### config.mk
export PLATFORM = sky130hd
export DESIGN_NAME = cpu_controller
export DESIGN_NICKNAME = d
export VERILOG_FILES = /design/src/logic/cpu_ctrl_pkg.sv /design/src/logic/control_decoder.sv /design/src/logic/cpu_controller.sv /design/src/logic/multi_transfer_sequencer.sv /design/src/logic/reg_list_scanner.sv
export VERILOG_INCLUDE_DIRS = /design/src /design/src/logic
export SDC_FILE = /design/constraint.sdc
export NUM_CORES = 1
export LEC_CHECK = 0
export ABC_CLOCK_PERIOD_IN_PS = 5950
export BUFFER_PORTS_ARGS = -buffer_cell sky130_fd_sc_hd__buf_4
export CAP_MARGIN = 20
export CORE_ASPECT_RATIO = 0.8
export CORE_UTILIZATION = 47
export CTS_CLUSTER_DIAMETER = 40
export DETAILED_ROUTE_END_ITERATION = 6
export PLACE_DENSITY_LB_ADDON = 0.2
export SLEW_MARGIN = 30
export SYNTH_ARGS = -nofsm -noshare
export SYNTH_HDL_FRONTEND = slang
export SYNTH_SLANG_ARGS = --single-unit
### constraint.sdc
create_clock -name clk_i -period 5.95 [get_ports clk_i]
set_clock_uncertainty 0.05 [all_clocks]
set_input_delay 1.19 -clock clk_i [delete_from_list [all_inputs] [get_ports clk_i]]
set_output_delay 1.19 -clock clk_i [all_outputs]
set_load 0.01 [all_outputs]
### src/logic/cpu_ctrl_macros.svh
`ifndef CPU_CTRL_MACROS_SVH
`define CPU_CTRL_MACROS_SVH

// width of a data word and of the offset immediate sent to the ALU
`define CPU_WORD 32

// thumb instructions are a single halfword
`define CPU_INSTR_W 16

// register numbers cover r0 to r15
`define CPU_REG_ADDR_W 4

// the multiple-transfer list only reaches the low registers r0 to r7
`define CPU_REG_LIST_W 8

// beat counter, wide enough for a full list plus the writeback beat
`define CPU_BEAT_W 4

// address step between consecutive transferred registers
`define CPU_BYTES_PER_REG 4

`endif

### src/logic/cpu_ctrl_pkg.sv
package cpu_ctrl_pkg;

    // operations understood by the execute stage ALU
    typedef enum logic [3:0] {
        ALU_ADD = 4'd0,
        ALU_SUB = 4'd1,
        ALU_ADC = 4'd2,
        ALU_SBC = 4'd3,
        ALU_AND = 4'd4,
        ALU_OR  = 4'd5,
        ALU_XOR = 4'd6,
        ALU_BIC = 4'd7,
        ALU_NOT = 4'd8,
        ALU_LSL = 4'd9,
        ALU_LSR = 4'd10,
        ALU_ASR = 4'd11,
        ALU_ROR = 4'd12,
        ALU_MUL = 4'd13
    } alu_op_t;

    // operand sources for both ALU inputs
    typedef enum logic [1:0] {
        SRC_REG         = 2'd0,
        SRC_IMM         = 2'd1,
        SRC_ZERO        = 2'd2,
        SRC_BEAT_OFFSET = 2'd3
    } alu_src_t;

    // where the register file write data comes from
    typedef enum logic {
        DATA_FROM_ALU = 1'b0,
        DATA_FROM_MEM = 1'b1
    } reg_data_src_t;

    // register number taken from the instruction fields or from the controller
    typedef enum logic {
        ADDR_FROM_INSTRUCTION = 1'b0,
        ADDR_FROM_CONTROLLER  = 1'b1
    } addr_src_t;

    // instruction groups as selected by bits 15:10
    typedef enum logic [2:0] {
        CLASS_SHIFT_ADD_IMM = 3'd0,
        CLASS_DATA_PROC     = 3'd1,
        CLASS_LS_REG        = 3'd2,
        CLASS_LS_IMM        = 3'd3,
        CLASS_STM           = 3'd4,
        CLASS_LDM           = 3'd5,
        CLASS_OTHER         = 3'd6
    } instr_class_t;

endpackage

### src/logic/control_decoder.sv
`timescale 1ns/100ps

`include "cpu_ctrl_macros.svh"

module control_decoder
    import cpu_ctrl_pkg::*;
(
    input  logic [`CPU_INSTR_W-1:0]    instruction_i,
    input  logic                       seq_stall_i,
    input  logic                       seq_mem_write_i,
    input  logic                       seq_reg_write_i,
    input  reg_data_src_t              seq_data_src_i,
    input  addr_src_t                  seq_addr_2_src_i,
    input  addr_src_t                  seq_dest_src_i,
    input  logic [`CPU_REG_ADDR_W-1:0] seq_reg_addr_i,
    input  logic [`CPU_WORD-1:0]       seq_offset_i,
    output logic                       multi_active_o,
    output logic                       is_load_o,
    output logic                       update_flag_o,
    output logic                       mem_write_en_o,
    output logic                       mem_read_en_o,
    output logic                       reg_write_en_o,
    output reg_data_src_t              reg_data_src_o,
    output alu_src_t                   alu_src_a_o,
    output alu_src_t                   alu_src_b_o,
    output alu_op_t                    alu_op_o,
    output logic                       stall_o,
    output addr_src_t                  reg_addr_2_src_o,
    output addr_src_t                  reg_dest_src_o,
    output logic                       reg_3_select_o,
    output logic [`CPU_WORD-1:0]       offset_imm_o,
    output logic [`CPU_REG_ADDR_W-1:0] ctrl_reg_addr_o
);

    instr_class_t instr_class;
    logic         is_load_form;

    always_comb begin
        casez (instruction_i[15:10])
            6'b00????: instr_class = CLASS_SHIFT_ADD_IMM;
            6'b010000: instr_class = CLASS_DATA_PROC;
            6'b0101??: instr_class = CLASS_LS_REG;
            6'b011???: instr_class = CLASS_LS_IMM;
            6'b1000??: instr_class = CLASS_LS_IMM;
            6'b11000?: instr_class = CLASS_STM;
            6'b11001?: instr_class = CLASS_LDM;
            default:   instr_class = CLASS_OTHER;
        endcase
    end

    assign multi_active_o = (instr_class == CLASS_STM) || (instr_class == CLASS_LDM);
    assign is_load_o      = (instr_class == CLASS_LDM);

    // LDRSB sits in the store half of the register-offset opcodes
    assign is_load_form = instruction_i[11] ||
                          ((instr_class == CLASS_LS_REG) && (instruction_i[10:9] == 2'b11));

    always_comb begin
        update_flag_o    = 1'b0;
        mem_write_en_o   = 1'b0;
        mem_read_en_o    = 1'b0;
        reg_write_en_o   = 1'b0;
        reg_data_src_o   = DATA_FROM_ALU;
        alu_src_a_o      = SRC_REG;
        alu_src_b_o      = SRC_REG;
        alu_op_o         = ALU_ADD;
        stall_o          = 1'b0;
        reg_addr_2_src_o = ADDR_FROM_INSTRUCTION;
        reg_dest_src_o   = ADDR_FROM_INSTRUCTION;
        reg_3_select_o   = 1'b0;
        offset_imm_o     = '0;
        ctrl_reg_addr_o  = '0;

        case (instr_class)
            CLASS_SHIFT_ADD_IMM: begin
                update_flag_o  = 1'b1;
                reg_write_en_o = 1'b1;
                alu_src_b_o    = SRC_IMM;
                case (instruction_i[13:11])
                    3'b000: alu_op_o = ALU_LSL;
                    3'b001: alu_op_o = ALU_LSR;
                    3'b010: alu_op_o = ALU_ASR;
                    3'b011: begin
                        // bit 10 picks imm3 over Rm, bit 9 picks subtract
                        alu_op_o    = instruction_i[9] ? ALU_SUB : ALU_ADD;
                        alu_src_b_o = instruction_i[10] ? SRC_IMM : SRC_REG;
                    end
                    3'b100: alu_src_a_o = SRC_ZERO;
                    3'b101: begin
                        alu_op_o       = ALU_SUB;
                        reg_write_en_o = 1'b0;
                    end
                    3'b110: alu_op_o = ALU_ADD;
                    default: alu_op_o = ALU_SUB;
                endcase
            end
            CLASS_DATA_PROC: begin
                update_flag_o  = 1'b1;
                reg_write_en_o = 1'b1;
                case (instruction_i[9:6])
                    4'h0: alu_op_o = ALU_AND;
                    4'h1: alu_op_o = ALU_XOR;
                    4'h2: alu_op_o = ALU_LSL;
                    4'h3: alu_op_o = ALU_LSR;
                    4'h4: alu_op_o = ALU_ASR;
                    4'h5: alu_op_o = ALU_ADC;
                    4'h6: alu_op_o = ALU_SBC;
                    4'h7: alu_op_o = ALU_ROR;
                    4'h8: begin
                        alu_op_o       = ALU_AND;
                        reg_write_en_o = 1'b0;
                    end
                    4'h9: begin
                        alu_op_o    = ALU_SUB;
                        alu_src_a_o = SRC_ZERO;
                    end
                    4'hA: begin
                        alu_op_o       = ALU_SUB;
                        reg_write_en_o = 1'b0;
                    end
                    4'hB: reg_write_en_o = 1'b0;
                    4'hC: alu_op_o = ALU_OR;
                    4'hD: alu_op_o = ALU_MUL;
                    4'hE: alu_op_o = ALU_BIC;
                    default: alu_op_o = ALU_NOT;
                endcase
            end
            CLASS_LS_REG, CLASS_LS_IMM: begin
                if (instr_class == CLASS_LS_IMM) begin
                    alu_src_b_o = SRC_IMM;
                end
                if (is_load_form) begin
                    mem_read_en_o  = 1'b1;
                    reg_write_en_o = 1'b1;
                    reg_data_src_o = DATA_FROM_MEM;
                end else begin
                    mem_write_en_o = 1'b1;
                    // register-offset stores need Rd on the third read port
                    reg_3_select_o = (instr_class == CLASS_LS_REG);
                end
            end
            CLASS_STM, CLASS_LDM: begin
                // the sequencer drives every transfer control and operand b adds the beat offset
                alu_src_b_o      = SRC_BEAT_OFFSET;
                stall_o          = seq_stall_i;
                mem_write_en_o   = seq_mem_write_i;
                reg_write_en_o   = seq_reg_write_i;
                reg_data_src_o   = seq_data_src_i;
                reg_addr_2_src_o = seq_addr_2_src_i;
                reg_dest_src_o   = seq_dest_src_i;
                ctrl_reg_addr_o  = seq_reg_addr_i;
                offset_imm_o     = seq_offset_i;
            end
            default: ;
        endcase
    end

endmodule

### src/logic/cpu_controller.sv
`timescale 1ns/100ps

`include "cpu_ctrl_macros.svh"

module cpu_controller
    import cpu_ctrl_pkg::*;
(
    input  logic                       clk_i,
    input  logic                       reset_i,
    input  logic                       is_valid_i,
    input  logic [`CPU_INSTR_W-1:0]    instruction_i,
    output logic                       update_flag_o,
    output logic                       mem_write_en_o,
    output logic                       mem_read_en_o,
    output logic                       reg_write_en_o,
    output reg_data_src_t              reg_data_src_o,
    output alu_src_t                   alu_src_a_o,
    output alu_src_t                   alu_src_b_o,
    output alu_op_t                    alu_op_o,
    output logic                       stall_o,
    output addr_src_t                  reg_addr_2_src_o,
    output addr_src_t                  reg_dest_src_o,
    output logic                       reg_3_select_o,
    output logic [`CPU_WORD-1:0]       offset_imm_o,
    output logic [`CPU_REG_ADDR_W-1:0] ctrl_reg_addr_o
);

    logic                       multi_active;
    logic                       is_load;
    logic                       seq_stall;
    logic                       seq_mem_write;
    logic                       seq_reg_write;
    reg_data_src_t              seq_data_src;
    addr_src_t                  seq_addr_2_src;
    addr_src_t                  seq_dest_src;
    logic [`CPU_REG_ADDR_W-1:0] seq_reg_addr;
    logic [`CPU_WORD-1:0]       seq_offset;

    control_decoder u_decoder (
        .instruction_i    (instruction_i),
        .seq_stall_i      (seq_stall),
        .seq_mem_write_i  (seq_mem_write),
        .seq_reg_write_i  (seq_reg_write),
        .seq_data_src_i   (seq_data_src),
        .seq_addr_2_src_i (seq_addr_2_src),
        .seq_dest_src_i   (seq_dest_src),
        .seq_reg_addr_i   (seq_reg_addr),
        .seq_offset_i     (seq_offset),
        .multi_active_o   (multi_active),
        .is_load_o        (is_load),
        .update_flag_o    (update_flag_o),
        .mem_write_en_o   (mem_write_en_o),
        .mem_read_en_o    (mem_read_en_o),
        .reg_write_en_o   (reg_write_en_o),
        .reg_data_src_o   (reg_data_src_o),
        .alu_src_a_o      (alu_src_a_o),
        .alu_src_b_o      (alu_src_b_o),
        .alu_op_o         (alu_op_o),
        .stall_o          (stall_o),
        .reg_addr_2_src_o (reg_addr_2_src_o),
        .reg_dest_src_o   (reg_dest_src_o),
        .reg_3_select_o   (reg_3_select_o),
        .offset_imm_o     (offset_imm_o),
        .ctrl_reg_addr_o  (ctrl_reg_addr_o)
    );

    // the list sits in bits 7:0 and the low base register in bits 10:8
    multi_transfer_sequencer u_sequencer (
        .clk_i            (clk_i),
        .reset_i          (reset_i),
        .is_valid_i       (is_valid_i),
        .multi_active_i   (multi_active),
        .is_load_i        (is_load),
        .reg_list_i       (instruction_i[7:0]),
        .base_reg_i       ({1'b0, instruction_i[10:8]}),
        .seq_stall_o      (seq_stall),
        .seq_mem_write_o  (seq_mem_write),
        .seq_reg_write_o  (seq_reg_write),
        .seq_data_src_o   (seq_data_src),
        .seq_addr_2_src_o (seq_addr_2_src),
        .seq_dest_src_o   (seq_dest_src),
        .seq_reg_addr_o   (seq_reg_addr),
        .seq_offset_o     (seq_offset)
    );

endmodule

### src/logic/multi_transfer_sequencer.sv
`timescale 1ns/100ps

`include "cpu_ctrl_macros.svh"

module multi_transfer_sequencer
    import cpu_ctrl_pkg::*;
(
    input  logic                       clk_i,
    input  logic                       reset_i,
    input  logic                       is_valid_i,
    input  logic                       multi_active_i,
    input  logic                       is_load_i,
    input  logic [`CPU_REG_LIST_W-1:0] reg_list_i,
    input  logic [`CPU_REG_ADDR_W-1:0] base_reg_i,
    output logic                       seq_stall_o,
    output logic                       seq_mem_write_o,
    output logic                       seq_reg_write_o,
    output reg_data_src_t              seq_data_src_o,
    output addr_src_t                  seq_addr_2_src_o,
    output addr_src_t                  seq_dest_src_o,
    output logic [`CPU_REG_ADDR_W-1:0] seq_reg_addr_o,
    output logic [`CPU_WORD-1:0]       seq_offset_o
);

    logic [`CPU_REG_ADDR_W-1:0] pick_addr;
    logic                       remaining_nonzero;
    logic [`CPU_BEAT_W-1:0]     beat;
    logic                       base_in_list;
    logic [`CPU_BEAT_W-1:0]     list_count;
    logic [`CPU_WORD-1:0]       beat_bytes;
    logic [`CPU_WORD-1:0]       list_bytes;

    reg_list_scanner u_scanner (
        .clk_i               (clk_i),
        .reset_i             (reset_i),
        .clear_i             (~seq_stall_o | ~is_valid_i),
        .advance_i           (seq_stall_o),
        .descending_i        (is_load_i),
        .reg_list_i          (reg_list_i),
        .base_reg_i          (base_reg_i),
        .pick_addr_o         (pick_addr),
        .remaining_nonzero_o (remaining_nonzero),
        .beat_o              (beat),
        .base_in_list_o      (base_in_list)
    );

    // population count of the register list
    always_comb begin
        list_count = '0;
        for (int i = 0; i < `CPU_REG_LIST_W; i++) begin
            list_count = list_count + `CPU_BEAT_W'(reg_list_i[i]);
        end
    end

    assign beat_bytes = `CPU_WORD'(beat) * `CPU_WORD'(`CPU_BYTES_PER_REG);
    assign list_bytes = `CPU_WORD'(list_count) * `CPU_WORD'(`CPU_BYTES_PER_REG);

    assign seq_stall_o = multi_active_i & remaining_nonzero;

    always_comb begin
        seq_mem_write_o  = 1'b0;
        seq_reg_write_o  = 1'b0;
        seq_data_src_o   = DATA_FROM_ALU;
        seq_addr_2_src_o = ADDR_FROM_INSTRUCTION;
        seq_dest_src_o   = ADDR_FROM_CONTROLLER;
        seq_reg_addr_o   = pick_addr;
        seq_offset_o     = beat_bytes;

        if (seq_stall_o && !is_load_i) begin
            // STM reads the picked register on port 2 and stores it upward
            seq_dest_src_o   = ADDR_FROM_INSTRUCTION;
            seq_addr_2_src_o = ADDR_FROM_CONTROLLER;
            seq_mem_write_o  = 1'b1;
        end else if (seq_stall_o) begin
            // LDM fills from the top of the block down towards the base address
            seq_reg_write_o = 1'b1;
            seq_data_src_o  = DATA_FROM_MEM;
            seq_offset_o    = list_bytes - `CPU_WORD'(`CPU_BYTES_PER_REG) - beat_bytes;
        end else begin
            // writeback beat moves the base past the whole block
            seq_reg_addr_o  = base_reg_i;
            seq_offset_o    = list_bytes;
            seq_reg_write_o = multi_active_i & ~(is_load_i & base_in_list);
        end
    end

endmodule

### src/logic/reg_list_scanner.sv
`timescale 1ns/100ps

`include "cpu_ctrl_macros.svh"

module reg_list_scanner (
    input  logic                       clk_i,
    input  logic                       reset_i,
    input  logic                       clear_i,
    input  logic                       advance_i,
    input  logic                       descending_i,
    input  logic [`CPU_REG_LIST_W-1:0] reg_list_i,
    input  logic [`CPU_REG_ADDR_W-1:0] base_reg_i,
    output logic [`CPU_REG_ADDR_W-1:0] pick_addr_o,
    output logic                       remaining_nonzero_o,
    output logic [`CPU_BEAT_W-1:0]     beat_o,
    output logic                       base_in_list_o
);

    // bits still set here belong to registers not yet transferred
    logic [`CPU_REG_LIST_W-1:0] remaining_mask;
    logic [`CPU_REG_LIST_W-1:0] active;

    assign active = reg_list_i & remaining_mask;
    assign remaining_nonzero_o = |active;

    // the last match in the loop wins, so the scan direction picks the
    // lowest register for an ascending walk and the highest otherwise
    always_comb begin
        pick_addr_o = '0;
        for (int i = 0; i < `CPU_REG_LIST_W; i++) begin
            if (descending_i) begin
                if (active[i]) begin
                    pick_addr_o = `CPU_REG_ADDR_W'(i);
                end
            end else if (active[`CPU_REG_LIST_W-1-i]) begin
                pick_addr_o = `CPU_REG_ADDR_W'(`CPU_REG_LIST_W-1-i);
            end
        end
    end

    always_ff @(posedge clk_i) begin
        if (reset_i || clear_i) begin
            remaining_mask <= '1;
            beat_o         <= '0;
            base_in_list_o <= 1'b0;
        end else if (advance_i) begin
            remaining_mask <= remaining_mask & ~(`CPU_REG_LIST_W'(1) << pick_addr_o);
            beat_o         <= beat_o + 1'b1;
            // once the base has been loaded its writeback must be suppressed
            if (pick_addr_o == base_reg_i) begin
                base_in_list_o <= 1'b1;
            end
        end
    end

endmodule

---- Yosys cells after proc, flatten, opt, wreduce, memory -nomap -nowiden ----
Index checks and enable logic that the tools add are counted.
storage, ports and cells
  bits in registers ....................... 13
  input port bits ......................... 19
  output and inout bits ................... 53
  word-level logic and storage cells ...... 138
cells by class
  add/subtract/negate cells ............... 10
  equal/unequal tests ..................... 33
  shifts and indexed selects .............. 1
  mux-type cells .......................... 61
  bitwise gates (word level) .............. 10
  reduce and logical (&&, ||, !) cells .... 20
operators by type and width
  cell                   count
  $mux W32               3
  $mux W4                24
  $pmux W4 S13           1
  $eq A4 B4 Y1 const B   8
  $sub A32 B6 Y32        1
  $add A4 B1 Y4          6
  $eq A4 B3 Y1 const B   5
  $mux W1                20
  $pmux W4 S5            1
  $pmux W3 S6            1
  $and A8 B8 Y8          2
  $eq A3 B2 Y1 const B   5
  $eq A3 B3 Y1 const B   5
  $reduce_or A2 Y1       7
  $eq A5 B5 Y1 const B   2
  $eq A4 B2 Y1 const B   2
  $not A8 Y8             1
  $pmux W4 S2            1
  $reduce_or A8 Y1       1
  $shl A1 B4 Y8 const A  1
  $sub A6 B3 Y7 const B  1
  $eq A3 B1 Y1 const B   2
  $eq A6 B5 Y1 const B   1
  $logic_not A3 Y1       2
  other kinds (21)       32

---- Logic depth before layout (Yosys ltp) ----
Gate-level depths: netlist of the first run.
  word-level depth ........................ 22
  gate-level depth with buffers ........... 19

---- Hierarchy ----
A second synthesis of the first run with hierarchy kept.
second synthesis, totals
  cell total of the unflattened synthesis .. 334
  area, all modules ....................... 2396.0 um^2
by module, submodules not included
  module                    instances  cells each  area an instance (um^2)
  multi_transfer_sequencer  1          113         809.5
  reg_list_scanner          1          94          795.8
  control_decoder           1          126         787.0
  cpu_controller            1          1           3.8

---- Worst setup path before layout of the first run ----
OpenSTA, ideal clock, no wires.
  path kind ............................... input-to-output
  from .................................... input port instruction_i[0]
  to ...................................... output port offset_imm_o[23]
  arrival time ............................ 5.138 ns
  required time ........................... 4.710 ns
  setup slack ............................. -0.428 ns
  stages .................................. 19
  path through ............................ ha_1 > inv_1 > fa_1 > fa_1 > fa_1 > inv_1 > fa_1 > inv_1 > ha_1 > inv_1 > ha_1 > nor2b_1 > o21ai_0 > nand2b_1 > a21o_1 > nand2b_1 > ha_1 > nor2_1 > buf_4
between the ends
  longest elaborated chain between the ends .. 12
  elaborated cells between the ends (all ways) .. 16
  classes of those cells .................. add/sub (9); mux (3); bitwise (2); reduce/logical (2)
ends and longest elaborated chain
  what                        line                            RTL
  from (decl)                 cpu_controller.sv:11            input logic [`CPU_INSTR_W-1:0] instruction_i,
  $add A1 B1 Y2               multi_transfer_sequencer.sv:51  list_count = list_count + `CPU_BEAT_W'(reg_list_i[i]);
  $add A4 B1 Y4 (6 in a row)  multi_transfer_sequencer.sv:51
  $sub A6 B3 Y7               multi_transfer_sequencer.sv:78  seq_offset_o = list_bytes - `CPU_WORD'(`CPU_BYTES_PER_REG) - beat_bytes;
  $sub A32 B6 Y32             multi_transfer_sequencer.sv:78
  $mux W32                    multi_transfer_sequencer.sv:74  end else if (seq_stall_o) begin
  $mux W32 *                  multi_transfer_sequencer.sv:69  if (seq_stall_o && !is_load_i) begin
  $mux W32 *                  control_decoder.sv:74           case (instr_class)
  to (decl)                   cpu_controller.sv:24            output logic [`CPU_WORD-1:0] offset_imm_o,
Every way passes the cells marked *; elsewhere a longest branch is shown, timed or not.

---- Worst setup path after layout of the first run ----
  from .................................... input port instruction_i[1]
  to ...................................... output port offset_imm_o[13]
The elaborated chain is that of the path after synthesis.

==> results of run 1 <==
==> area by class of cell <==
| type | count | area [um^2] | area share, % |
|---|---|---|---|
| Multi-Input combinational cell | 239 | 1850 | 60.2 |
| Clock inverter | 1 | 5.00 | 0.163 |
| Sequential cell | 13 | 260 | 8.45 |
| Timing Repair Buffer | 86 | 743 | 24.1 |
| Clock buffer | 3 | 41.3 | 1.34 |
| Inverter | 28 | 105 | 3.41 |
| Tap cell | 57 | 71.3 | 2.32 |
==> sequential cells by signal (all words and copies together), names as in the netlist <==
register / count
u_sequencer.u_scanner.remaining_mask: 8
u_sequencer.u_scanner.beat_o: 4
u_sequencer.u_scanner.base_in_list_o: 1
==> cells in the final DEF, fill, tap and decap left out, types with 3 or more instances in the layout <==
| master | netlist | layout |
|---|---|---|
| nand4_1 | 3 | 3 |
| clkbuf_8 | 0 | 3 |
| nor2_4 | 1 | 5 |
| a21o_1 | 4 | 4 |
| nor2_1 | 23 | 18 |
| o21ai_0 | 16 | 14 |
| o22ai_1 | 3 | 3 |
| and2_4 | 0 | 4 |
| fa_1 | 5 | 3 |
| nand3_1 | 8 | 8 |
| a31oi_1 | 6 | 6 |
| a22oi_1 | 4 | 4 |
| o211ai_1 | 6 | 6 |
| nor2b_1 | 7 | 4 |
| conb_1 | 1 | 4 |
| inv_2 | 1 | 5 |
| nand2b_1 | 8 | 4 |
| buf_4 | 19 | 61 |
| a211oi_1 | 7 | 5 |
| nand2_1 | 41 | 40 |
| buf_6 | 1 | 24 |
| a21oi_1 | 19 | 19 |
| nor2b_4 | 0 | 3 |
| ha_1 | 18 | 10 |
| inv_1 | 27 | 23 |
| xnor2_1 | 8 | 6 |
| ha_4 | 0 | 8 |
| dfxtp_1 | 13 | 13 |
| nand2b_4 | 0 | 4 |
| o31ai_1 | 4 | 4 |
| mux2i_1 | 3 | 3 |
==> power groups by stage <==
stage               Clock [mW]  Combinational [mW]  Sequential, mW
floorplan                    0               0.267          0.0891
global placement             0               0.365          0.0891
detailed placement           0               0.380          0.0891
CTS                     0.0833               0.467          0.0872
global route            0.0894               0.609          0.0872
finish                  0.0826               0.547          0.0872
==> worst paths after layout <==
kind / start / endpoint / cells past startpoint / slack [ns]
max: instruction_i[1] / offset_imm_o[13] / 20 / -0.39
min: u_sequencer.u_scanner.base_in_list_o / u_sequencer.u_scanner.base_in_list_o / 2 / 0.43
max reg2reg: u_sequencer.u_scanner.remaining_mask[2] / u_sequencer.u_scanner.base_in_list_o / 7 / 3.88
min reg2reg: u_sequencer.u_scanner.base_in_list_o / u_sequencer.u_scanner.base_in_list_o / 2 / 0.43
==> worst max-delay path, stage by stage <==
cell and delay [ns]:
buf_8 0.10, ha_4 0.25, inv_2 0.03, fa_1 0.49, fa_1 0.43, fa_2 0.36, inv_2 0.06, fa_1 0.44
inv_2 0.10, ha_4 0.21, inv_2 0.06, ha_4 0.19, nor2b_4 0.12, o21ai_2 0.12, nand2b_1 0.08, a21o_1 0.21
nand2b_4 0.16, ha_4 0.26, and2_4 0.15, buf_6 0.10
==> logic make-up (layout without fill, tap and decap cells) <==
| logic type | after synthesis | after routing | share of synthesized area (%) |
|---|---|---|---|
| DFF | 13 | 13 | 12.1 |
| adders and majority gates | 23 | 23 | 15.1 |
| AOI/OAI and AO/OA | 89 | 89 | 27.4 |
| buffers and inverters | 57 | 118 | 13.8 |
| other | 1 | 4 | 0.174 |
| and+or+nand+nor | 110 | 110 | 25.9 |
| xor gates and xnor gates | 9 | 9 | 3.65 |
| muxes | 4 | 4 | 1.91 |
==> through the flow <==
step	power (mW)	hold slack, ns	std cells
after floorplan	0.356	0.389	309
after global placement	0.454	0.411	421
after detailed placement	0.469	0.415	421
after CTS	0.638	0.428	427
after global routing	0.785	0.468	427
final	0.716	0.427	427
==> per-layer routing <==
layer / GRT usage (%) / routed length [um]
met5: 0 / 0
met4: 5.42 / 167
met2: 45.8 / 3250
met3: 3.94 / 487
met1: 34.4 / 2730
==> what timing repair did <==
action | CTS | global route
hold buffers | 0 | 0
endpoints found under the setup margin | 28 | 29
resized for setup | 34 | 18
pin swaps | 8 | 9
buffers inserted | 2 | 0
==> flow_summary.json, run 1 <==
{
  "setup_tns_ns": -8.87,
  "synth_most_common_cell": "nand2_1",
  "dr.first_iter.drc_count": 169,
  "ant_nets": 0,
  "htree_levels": 1,
  "clockBufferDepth": 2,
  "synth-seq-cells": 13,
  "wire_per_inst_um": 15.5,
  "seqPwrFrac_pct": 12.2,
  "areaGrowthSynthToFinish_pct": 42.7,
  "place_area_mm2": 0.00276,
  "worstMarginPinSlew_ns": 0.785,
  "status": "complete, but fails checks",
  "ys_seq_area_share_pct": 12.1,
  "worstSetupEndpointType": "output pin",
  "die-area_mm2": 0.00487,
  "cap_violations": 0,
  "io_pins": 72,
  "synth_top_area_share_pct": 12.1,
  "start_util_pct": 50.4,
  "hold_viol": 0,
  "drc": 0,
  "cts_sinks": 13,
  "syn_area_per_cell_um2": 7.05,
  "rows": 21,
  "power.net_switching_mw": 0.286,
  "fin_crit_ns": 6.34,
  "fin_ws_ns": -0.388,
  "p_comb_share_pct": 76.3,
  "clkLatencyLatePin_ns": 0.25,
  "netlist_area_mm2": 0.00216,
  "avgViaCountPerCell": 5.80,
  "p_int_mw": 0.430,
  "yosysWarnings": 0,
  "clkPwrFrac_pct": 11.5,
  "cp.arrival_ns": 5.10,
  "irDropWorstVdd_mv": 0.164,
  "cp_data_required_time_ns": 4.71,
  "yosys.area.top_type": "dfxtp_1",
  "async_reset_ff_share_pct": 0,
  "yosys-top-cells-area": "dfxtp_1 12%, ha_1 10%, nand2_1 7.1%",
  "grt_max_degree": 13,
  "rsz0062_at_grt": "yes",
  "critPathLaunchType": "primary input",
  "synth-edff-count": 0,
  "die_x_um": 77.7,
  "power_leakage_nw": 1.38,
  "dpl.hpwl_mm": 4.71,
  "drive_gt1_share_pct": 37.0,
  "power_density_mw_per_mm2": 233,
  "drv_slew": 0,
  "clkTransAtPathRegs_ns": 0.06,
  "cts_root_buffer": "clkbuf_8",
  "hp-class": "flip-flop to flip-flop",
  "track_usage_pct": 26.4,
  "grt.overflow.total": 0,
  "worstPathMaxFanout": 4,
  "cts_tree": "built",
  "pre_cts_slack_ns": -0.522,
  "vias": 2475,
  "nNetsFinal": 413,
  "firstDrtPassIters": 6,
  "synthFlopType": "dfxtp_1",
  "numCtsBuffers": 3,
  "violations": "negative setup slack",
  "synth_cell_types": 60,
  "syn_inst": 306,
  "stdcell_area_mm2": 0.00308,
  "slew_headroom_pct": 47.5,
  "grt_pass1_wl_mm": 10.4,
  "sw_frac_of_total_pct": 40.0,
  "port_buffers": 67,
  "finalSetupViolations": 28,
  "grt_pass1_vias": 2207,
  "period_share_pct": 107,
  "path_class": "primary input to output pin",
  "antenna_found_initial": 0,
  "die_h_um": 62.6,
  "fin_util_pct": 71.9,
  "fill_cells": 369,
  "antennaDiodeCount": 0,
  "wirelength_mm": 6.63,
  "core_mm2": 0.00428,
  "synth_common_cells": "41 x nand2_1, 27 x inv_1, 23 x nor2_1, 19 x a21oi_1, 19 x buf_4",
  "fmax_mhz": 158,
  "place.gp.congestion": 0.901
}
(Power assumes the default switching activity.)
==> run 2, diff against run 1 <==
- CORE_UTILIZATION: 47 -> 48
- SYNTH_HIERARCHICAL: default -> 1
==> run 2 against run 1 <==
Effect of this change:
- the flow still finishes with violations (negative setup slack)
- power down 14%
- global-route usage down 1.9 points
- design area up 3.9%
- critical path type unchanged
==> flow_summary.json, run 2 <==
{
  "grt_pass1_wl_mm": 10.2,
  "fill_cells": 413,
  "hp-start": "u_sequencer/u_scanner/base_in_list_o",
  "track_usage_pct": 24.5,
  "critPathLaunchType": "primary input",
  "antenna_found_initial": 0,
  "finalSetupViolations": 29,
  "yosys.area.top_type": "dfxtp_1",
  "core_mm2": 0.00468,
  "slew_headroom_pct": 66.7,
  "vias": 2397,
  "numCtsBuffers": 3,
  "drive_gt1_share_pct": 40.3,
  "synth-edff-count": 0,
  "htree_levels": 1,
  "async_reset_ff_share_pct": 0,
  "cts_sinks": 13,
  "worstPathMaxFanout": 3,
  "ys_seq_area_share_pct": 10.9,
  "rsz0062_at_grt": "yes",
  "yosysWarnings": 6,
  "cts_root_buffer": "clkbuf_8",
  "hold_depth": 1,
  "clkLatencyLatePin_ns": 0.24,
  "period_share_pct": 106,
  "nNetsFinal": 423,
  "grt.overflow.total": 0,
  "dr.first_iter.drc_count": 127,
  "fmax_mhz": 158,
  "clkTransAtPathRegs_ns": 0.06,
  "syn_inst": 334,
  "synth_most_common_cell": "and2_1",
  "power_density_mw_per_mm2": 193,
  "synth-seq-cells": 13,
  "top_regs": "u_sequencer/u_scanner/remaining_mask: 8 flops, u_sequencer/u_scanner/beat_o: 4 flops, u_sequencer/u_scanner/base_in_list_o: 1 flops",
  "die_x_um": 81.0,
  "r2r_end": "u_sequencer/u_scanner/base_in_list_o",
  "worstSetupEndpointType": "output pin",
  "crit_start": "instruction_i[0]",
  "synth_top_area_share_pct": 10.9,
  "netlist_area_mm2": 0.00240,
  "power_leakage_nw": 1.53,
  "cts_tree": "built",
  "regMostFlops": "u_sequencer/u_scanner/remaining_mask",
  "ant_nets": 0,
  "drv_slew": 0,
  "synthFlopType": "dfxtp_1",
  "grt_pass1_vias": 2183,
  "cap_violations": 0,
  "r2r_cells": 13,
  "hp-class": "flip-flop to flip-flop",
  "hold_viol": 0,
  "largest_reg_flops": 8,
  "status": "complete, but fails checks",
  "setup_tns_ns": -8.02,
  "areaGrowthSynthToFinish_pct": 33.6,
  "io_pins": 72,
  "rows": 22,
  "drc": 0,
  "port_buffers": 67,
  "cp.arrival_ns": 5.08,
  "violations": "negative setup slack",
  "fin_ws_ns": -0.371,
  "worstMarginPinSlew_ns": 0.498,
  "final_cell_mix": "52 x buf_4, 32 x inv_1, 29 x buf_6, 29 x nand2_1, 25 x and2_4",
  "start_util_pct": 51.2,
  "synth_common_cells": "40 x and2_1, 36 x inv_1, 30 x buf_4, 29 x nand2_1, 22 x nor2_1",
  "die-area_mm2": 0.00528,
  "cp_data_required_time_ns": 4.71,
  "clockBufferDepth": 2,
  "yosys-top-cells-area": "dfxtp_1 11%, and2_1 10%, buf_4 9.4%",
  "holdWs_ns": 0.429,
  "wire_per_inst_um": 14.2,
  "antennaDiodeCount": 0,
  "reg2reg_slack_ns": 3.06,
  "place.gp.congestion": 0.884,
  "firstDrtPassIters": 4,
  "hold_end": "u_sequencer/u_scanner/base_in_list_o",
  "synth_cell_types": 68,
  "power_mw": 0.617,
  "grt_max_degree": 38,
  "wirelength_mm": 6.34,
  "fin_crit_ns": 6.32,
  "dpl.hpwl_mm": 4.64,
  "path_class": "primary input to output pin",
  "avgViaCountPerCell": 5.39,
  "syn_area_per_cell_um2": 7.17,
  "die_h_um": 65.2,
  "irDropWorstVdd_mv": 0.138,
  "layout_commonest_cell": "buf_4",
  "r2r_start": "u_sequencer/u_scanner/remaining_mask[2]"
}
[run 2: changes by cell type in the layout (fill, tap and decap cells not counted), moves of 9 or more]
cell and delta:
a21oi_1 -10, and2_1 +13, inv_1 +9, buf_4 -9
nand2_1 -11, and2_4 +21
[run 2: cell type report]
class / count / area [um^2] / share of cell area (%)
Multi-Input combinational cell: 249 / 1940 / 60.5
Inverter: 37 / 151 / 4.73
Tap cell: 60 / 75.1 / 2.35
Sequential cell: 13 / 260 / 8.13
Clock buffer: 4 / 45.0 / 1.41
Timing Repair Buffer: 82 / 732 / 22.9
[run 2: worst max path at each step]
stage	to	slack [ns]	depth (start not counted)
floorplan	offset_imm_o[24]	-0.19	17
global placement	offset_imm_o[24]	-0.40	18
detailed placement	offset_imm_o[24]	-0.53	18
CTS	offset_imm_o[6]	-0.32	19
global route	offset_imm_o[6]	-0.49	19
finish	offset_imm_o[6]	-0.37	19
[run 2: logic make-up after synthesis]
family          synth area share, %
compound gates                 23.5
mux                            2.72
flops                          10.9
other cells                   0.626
simple gates                   29.9
fa+ha+maj                      11.0
buf+inv                        17.4
xor+xnor                       4.02
[run 2: where the power goes]
group / total (mW) / switching, mW / internal (mW)
Sequential: 0.0871 / 0.0000139 / 0.0871
Clock: 0.0781 / 0.0309 / 0.0472
Combinational: 0.451 / 0.234 / 0.218
[run 2: routing by layer]
layer | vias to the layer above | wire length (um) | GRT usage (%)
met5 | - | 0 | 0
met4 | 0 | 55 | 4.91
met1 | 1127 | 2880 | 32.1
li1 | 1205 | - | -
met3 | 4 | 238 | 2.92
met2 | 61 | 3160 | 42.8
[run 2: repair_timing]
| item | 4_1_cts | 5_1_grt |
|---|---|---|
| endpoints found under the hold margin | 0 | 0 |
| pin swaps | 2 | 4 |
| setup buffers | 3 | 0 |
| hold buffers | 0 | 0 |
| gates resized for setup | 29 | 24 |
| gates cloned | 3 | 0 |
| setup endpoints to repair | 29 | 29 |
[run 2: metrics by stage]
stage	util (%)	instance area (um^2)	setup WS [ns]	instances
2_1_floorplan	-	2490	-0.188	336
3_3_place_gp	61.8	2890	-0.403	435
3_5_place_dp	61.8	2890	-0.530	435
4_1_cts	66.2	3100	-0.317	445
5_1_grt	68.4	3200	-0.493	445
6_report	68.4	3200	-0.371	445
[run 2: critical path, cell delays in order]
cell and delay [ns]:
buf_8 0.09, inv_8 0.03, fa_1 0.55, fa_1 0.43, fa_1 0.43, inv_1 0.06
ha_2 0.17, inv_2 0.04, fa_2 0.56, ha_4 0.16, xor2_2 0.21, ha_4 0.25
buf_6 0.12, a21o_1 0.17, a21oi_2 0.15, xnor2_1 0.14, nor2_1 0.06, and2_1 0.15
buf_6 0.12
==> run 3, diff against run 2 <==
- MAX_ROUTING_LAYER: default -> met4
==> run 3 against run 2 <==
Effect of this change:
- the run still ends with negative setup slack left
- die area stayed put
- sequential share of layout area stayed put
- count of clock-buffer cells in the layout stayed put
- largest cell class unchanged
- highest routed layer unchanged
==> flow_summary.json, run 3 (synthesis gave the netlist of run 2 again) <==
{
  "rsz0062_at_grt": "yes",
  "status": "complete, but fails checks",
  "cap_violations": 0,
  "violations": "negative setup slack",
  "clkPwrFrac_pct": 12.7,
  "rows": 22,
  "cp_data_required_time_ns": 4.71,
  "avgViaCountPerCell": 5.44,
  "period_share_pct": 106,
  "numCtsBuffers": 3,
  "irDropWorstVdd_mv": 0.138,
  "htree_levels": 1,
  "pre_cts_slack_ns": -0.530,
  "worstSetupEndpointType": "output pin",
  "dr.first_iter.drc_count": 125,
  "core_mm2": 0.00468,
  "holdWs_ns": 0.428,
  "cts_tree": "built",
  "reg2reg_slack_ns": 3.03,
  "dpl.hpwl_mm": 4.64,
  "seqPwrFrac_pct": 14.1,
  "slowest_delay_ns": 0.56,
  "drv_slew": 0,
  "io_pins": 72,
  "p_comb_share_pct": 73.1,
  "r2r_start": "u_sequencer/u_scanner/remaining_mask[2]",
  "hp-start": "u_sequencer/u_scanner/base_in_list_o",
  "regMostFlops": "u_sequencer/u_scanner/remaining_mask",
  "cts_sinks": 13,
  "drc": 0,
  "nNetsFinal": 423,
  "crit_slowest_cell": "fa_2",
  "hp-class": "flip-flop to flip-flop",
  "areaGrowthSynthToFinish_pct": 33.6,
  "hold_end": "u_sequencer/u_scanner/base_in_list_o",
  "sw_frac_of_total_pct": 43.0,
  "cts_hold_buf": 0,
  "cp.arrival_ns": 5.09,
  "power_leakage_nw": 1.53,
  "slew_headroom_pct": 66.7,
  "path_class": "primary input to output pin",
  "hold_viol": 0,
  "crit_chain": "buf_8, inv_8, fa_1, fa_1, fa_1, inv_1, ha_2, inv_2, fa_2, ha_4, xor2_2, ha_4, buf_6, a21o_1, a21oi_2, xnor2_1, nor2_1, and2_1, buf_6",
  "final_cell_mix": "52 x buf_4, 32 x inv_1, 29 x buf_6, 29 x nand2_1, 25 x and2_4",
  "hold_depth": 1,
  "worstMarginPinSlew_ns": 0.498,
  "clkTransAtPathRegs_ns": 0.06,
  "r2r_cells": 13,
  "finalSetupViolations": 29,
  "layout_commonest_cell": "buf_4",
  "r2r_end": "u_sequencer/u_scanner/base_in_list_o",
  "top_regs": "u_sequencer/u_scanner/remaining_mask: 8 flops, u_sequencer/u_scanner/beat_o: 4 flops, u_sequencer/u_scanner/base_in_list_o: 1 flops",
  "port_buffers": 67,
  "wirelength_mm": 6.37,
  "track_usage_pct": 25.1,
  "antenna_found_initial": 0,
  "fin_util_pct": 68.4,
  "firstDrtPassIters": 4,
  "die-area_mm2": 0.00528,
  "place_area_mm2": 0.00289,
  "worstPathMaxFanout": 3,
  "clkLatencyLatePin_ns": 0.24,
  "wire_per_inst_um": 14.3,
  "die_h_um": 65.2,
  "grt_pass1_vias": 2174,
  "place.gp.congestion": 0.898,
  "fmax_mhz": 158,
  "stdcell_area_mm2": 0.00320,
  "vias": 2419,
  "ant_nets": 0,
  "drive_gt1_share_pct": 40.3,
  "antennaDiodeCount": 0,
  "fin_crit_ns": 6.33,
  "critPathLaunchType": "primary input",
  "grt_pass1_wl_mm": 10.2,
  "p_int_mw": 0.352,
  "grt_max_degree": 38,
  "power.net_switching_mw": 0.265,
  "grt.overflow.total": 0,
  "largest_reg_flops": 8,
  "clockBufferDepth": 2,
  "cts_root_buffer": "clkbuf_8",
  "die_x_um": 81.0,
  "fin_ws_ns": -0.378,
  "crit_top_cell": "fa_1",
  "power_density_mw_per_mm2": 193,
  "start_util_pct": 51.2
}
==> run 3: critical path: cells and delay by family <==
family	cells	cell delay [ns]
and+or+nand+nor	2	0.21
AOI/OAI and AO/OA	2	0.32
adders and majority gates	7	2.55
buffers and inverters	6	0.46
xor gates and xnor gates	2	0.36
==> run 3: power by group through the flow <==
stage               Sequential (mW)  Clock [mW]  Combinational [mW]
CTS                          0.0871      0.0798               0.398
global placement             0.0890           0               0.302
finish                       0.0871      0.0786               0.451
detailed placement           0.0890           0               0.313
floorplan                    0.0890           0               0.219
global route                 0.0870      0.0866               0.491
==> run 3: per-layer routing <==
metal / wire length, um / track usage, % / vias up
met4: 59 / 4.91 / 0
li1: - / - / 1205
met3: 241 / 2.64 / 4
met5: 0 / - / -
met1: 2930 / 32.5 / 1141
met2: 3140 / 42.4 / 69
==> run 3: final cells by class <==
class | count | area, um^2
multi-input cells | 249 | 1940
flip-flops and latches | 13 | 260
clock buffers | 4 | 45.0
inverters | 37 | 151
repair buffers | 82 | 732
well taps | 60 | 75.1
fillers | 413 | 1480
==> run 3: how the worst max path moves through the flow <==
stage	endpoint	cells after the start	slack, ns	start
after CTS	offset_imm_o[6]	19	-0.32	instruction_i[0]
after detailed placement	offset_imm_o[24]	18	-0.53	instruction_i[0]
after global placement	offset_imm_o[24]	18	-0.40	instruction_i[0]
final	offset_imm_o[6]	19	-0.38	instruction_i[0]
after floorplan	offset_imm_o[24]	17	-0.19	instruction_i[0]
after global routing	offset_imm_o[6]	19	-0.49	instruction_i[0]
==> run 3: metrics by stage <==
step                      instances  setup TNS, ns  power, mW
after floorplan                 336          -3.96      0.308
after global placement          435         -11.00      0.391
after detailed placement        435         -13.96      0.402
after CTS                       445          -8.31      0.565
after global routing            445         -11.77      0.664
final                           445          -8.20      0.617
==> run 3: repair_timing <==
action	4_1_cts	5_1_grt
pin swaps	2	4
endpoints found under the setup margin	29	29
gates cloned	3	0
gates resized for setup	29	24
setup buffers	3	0
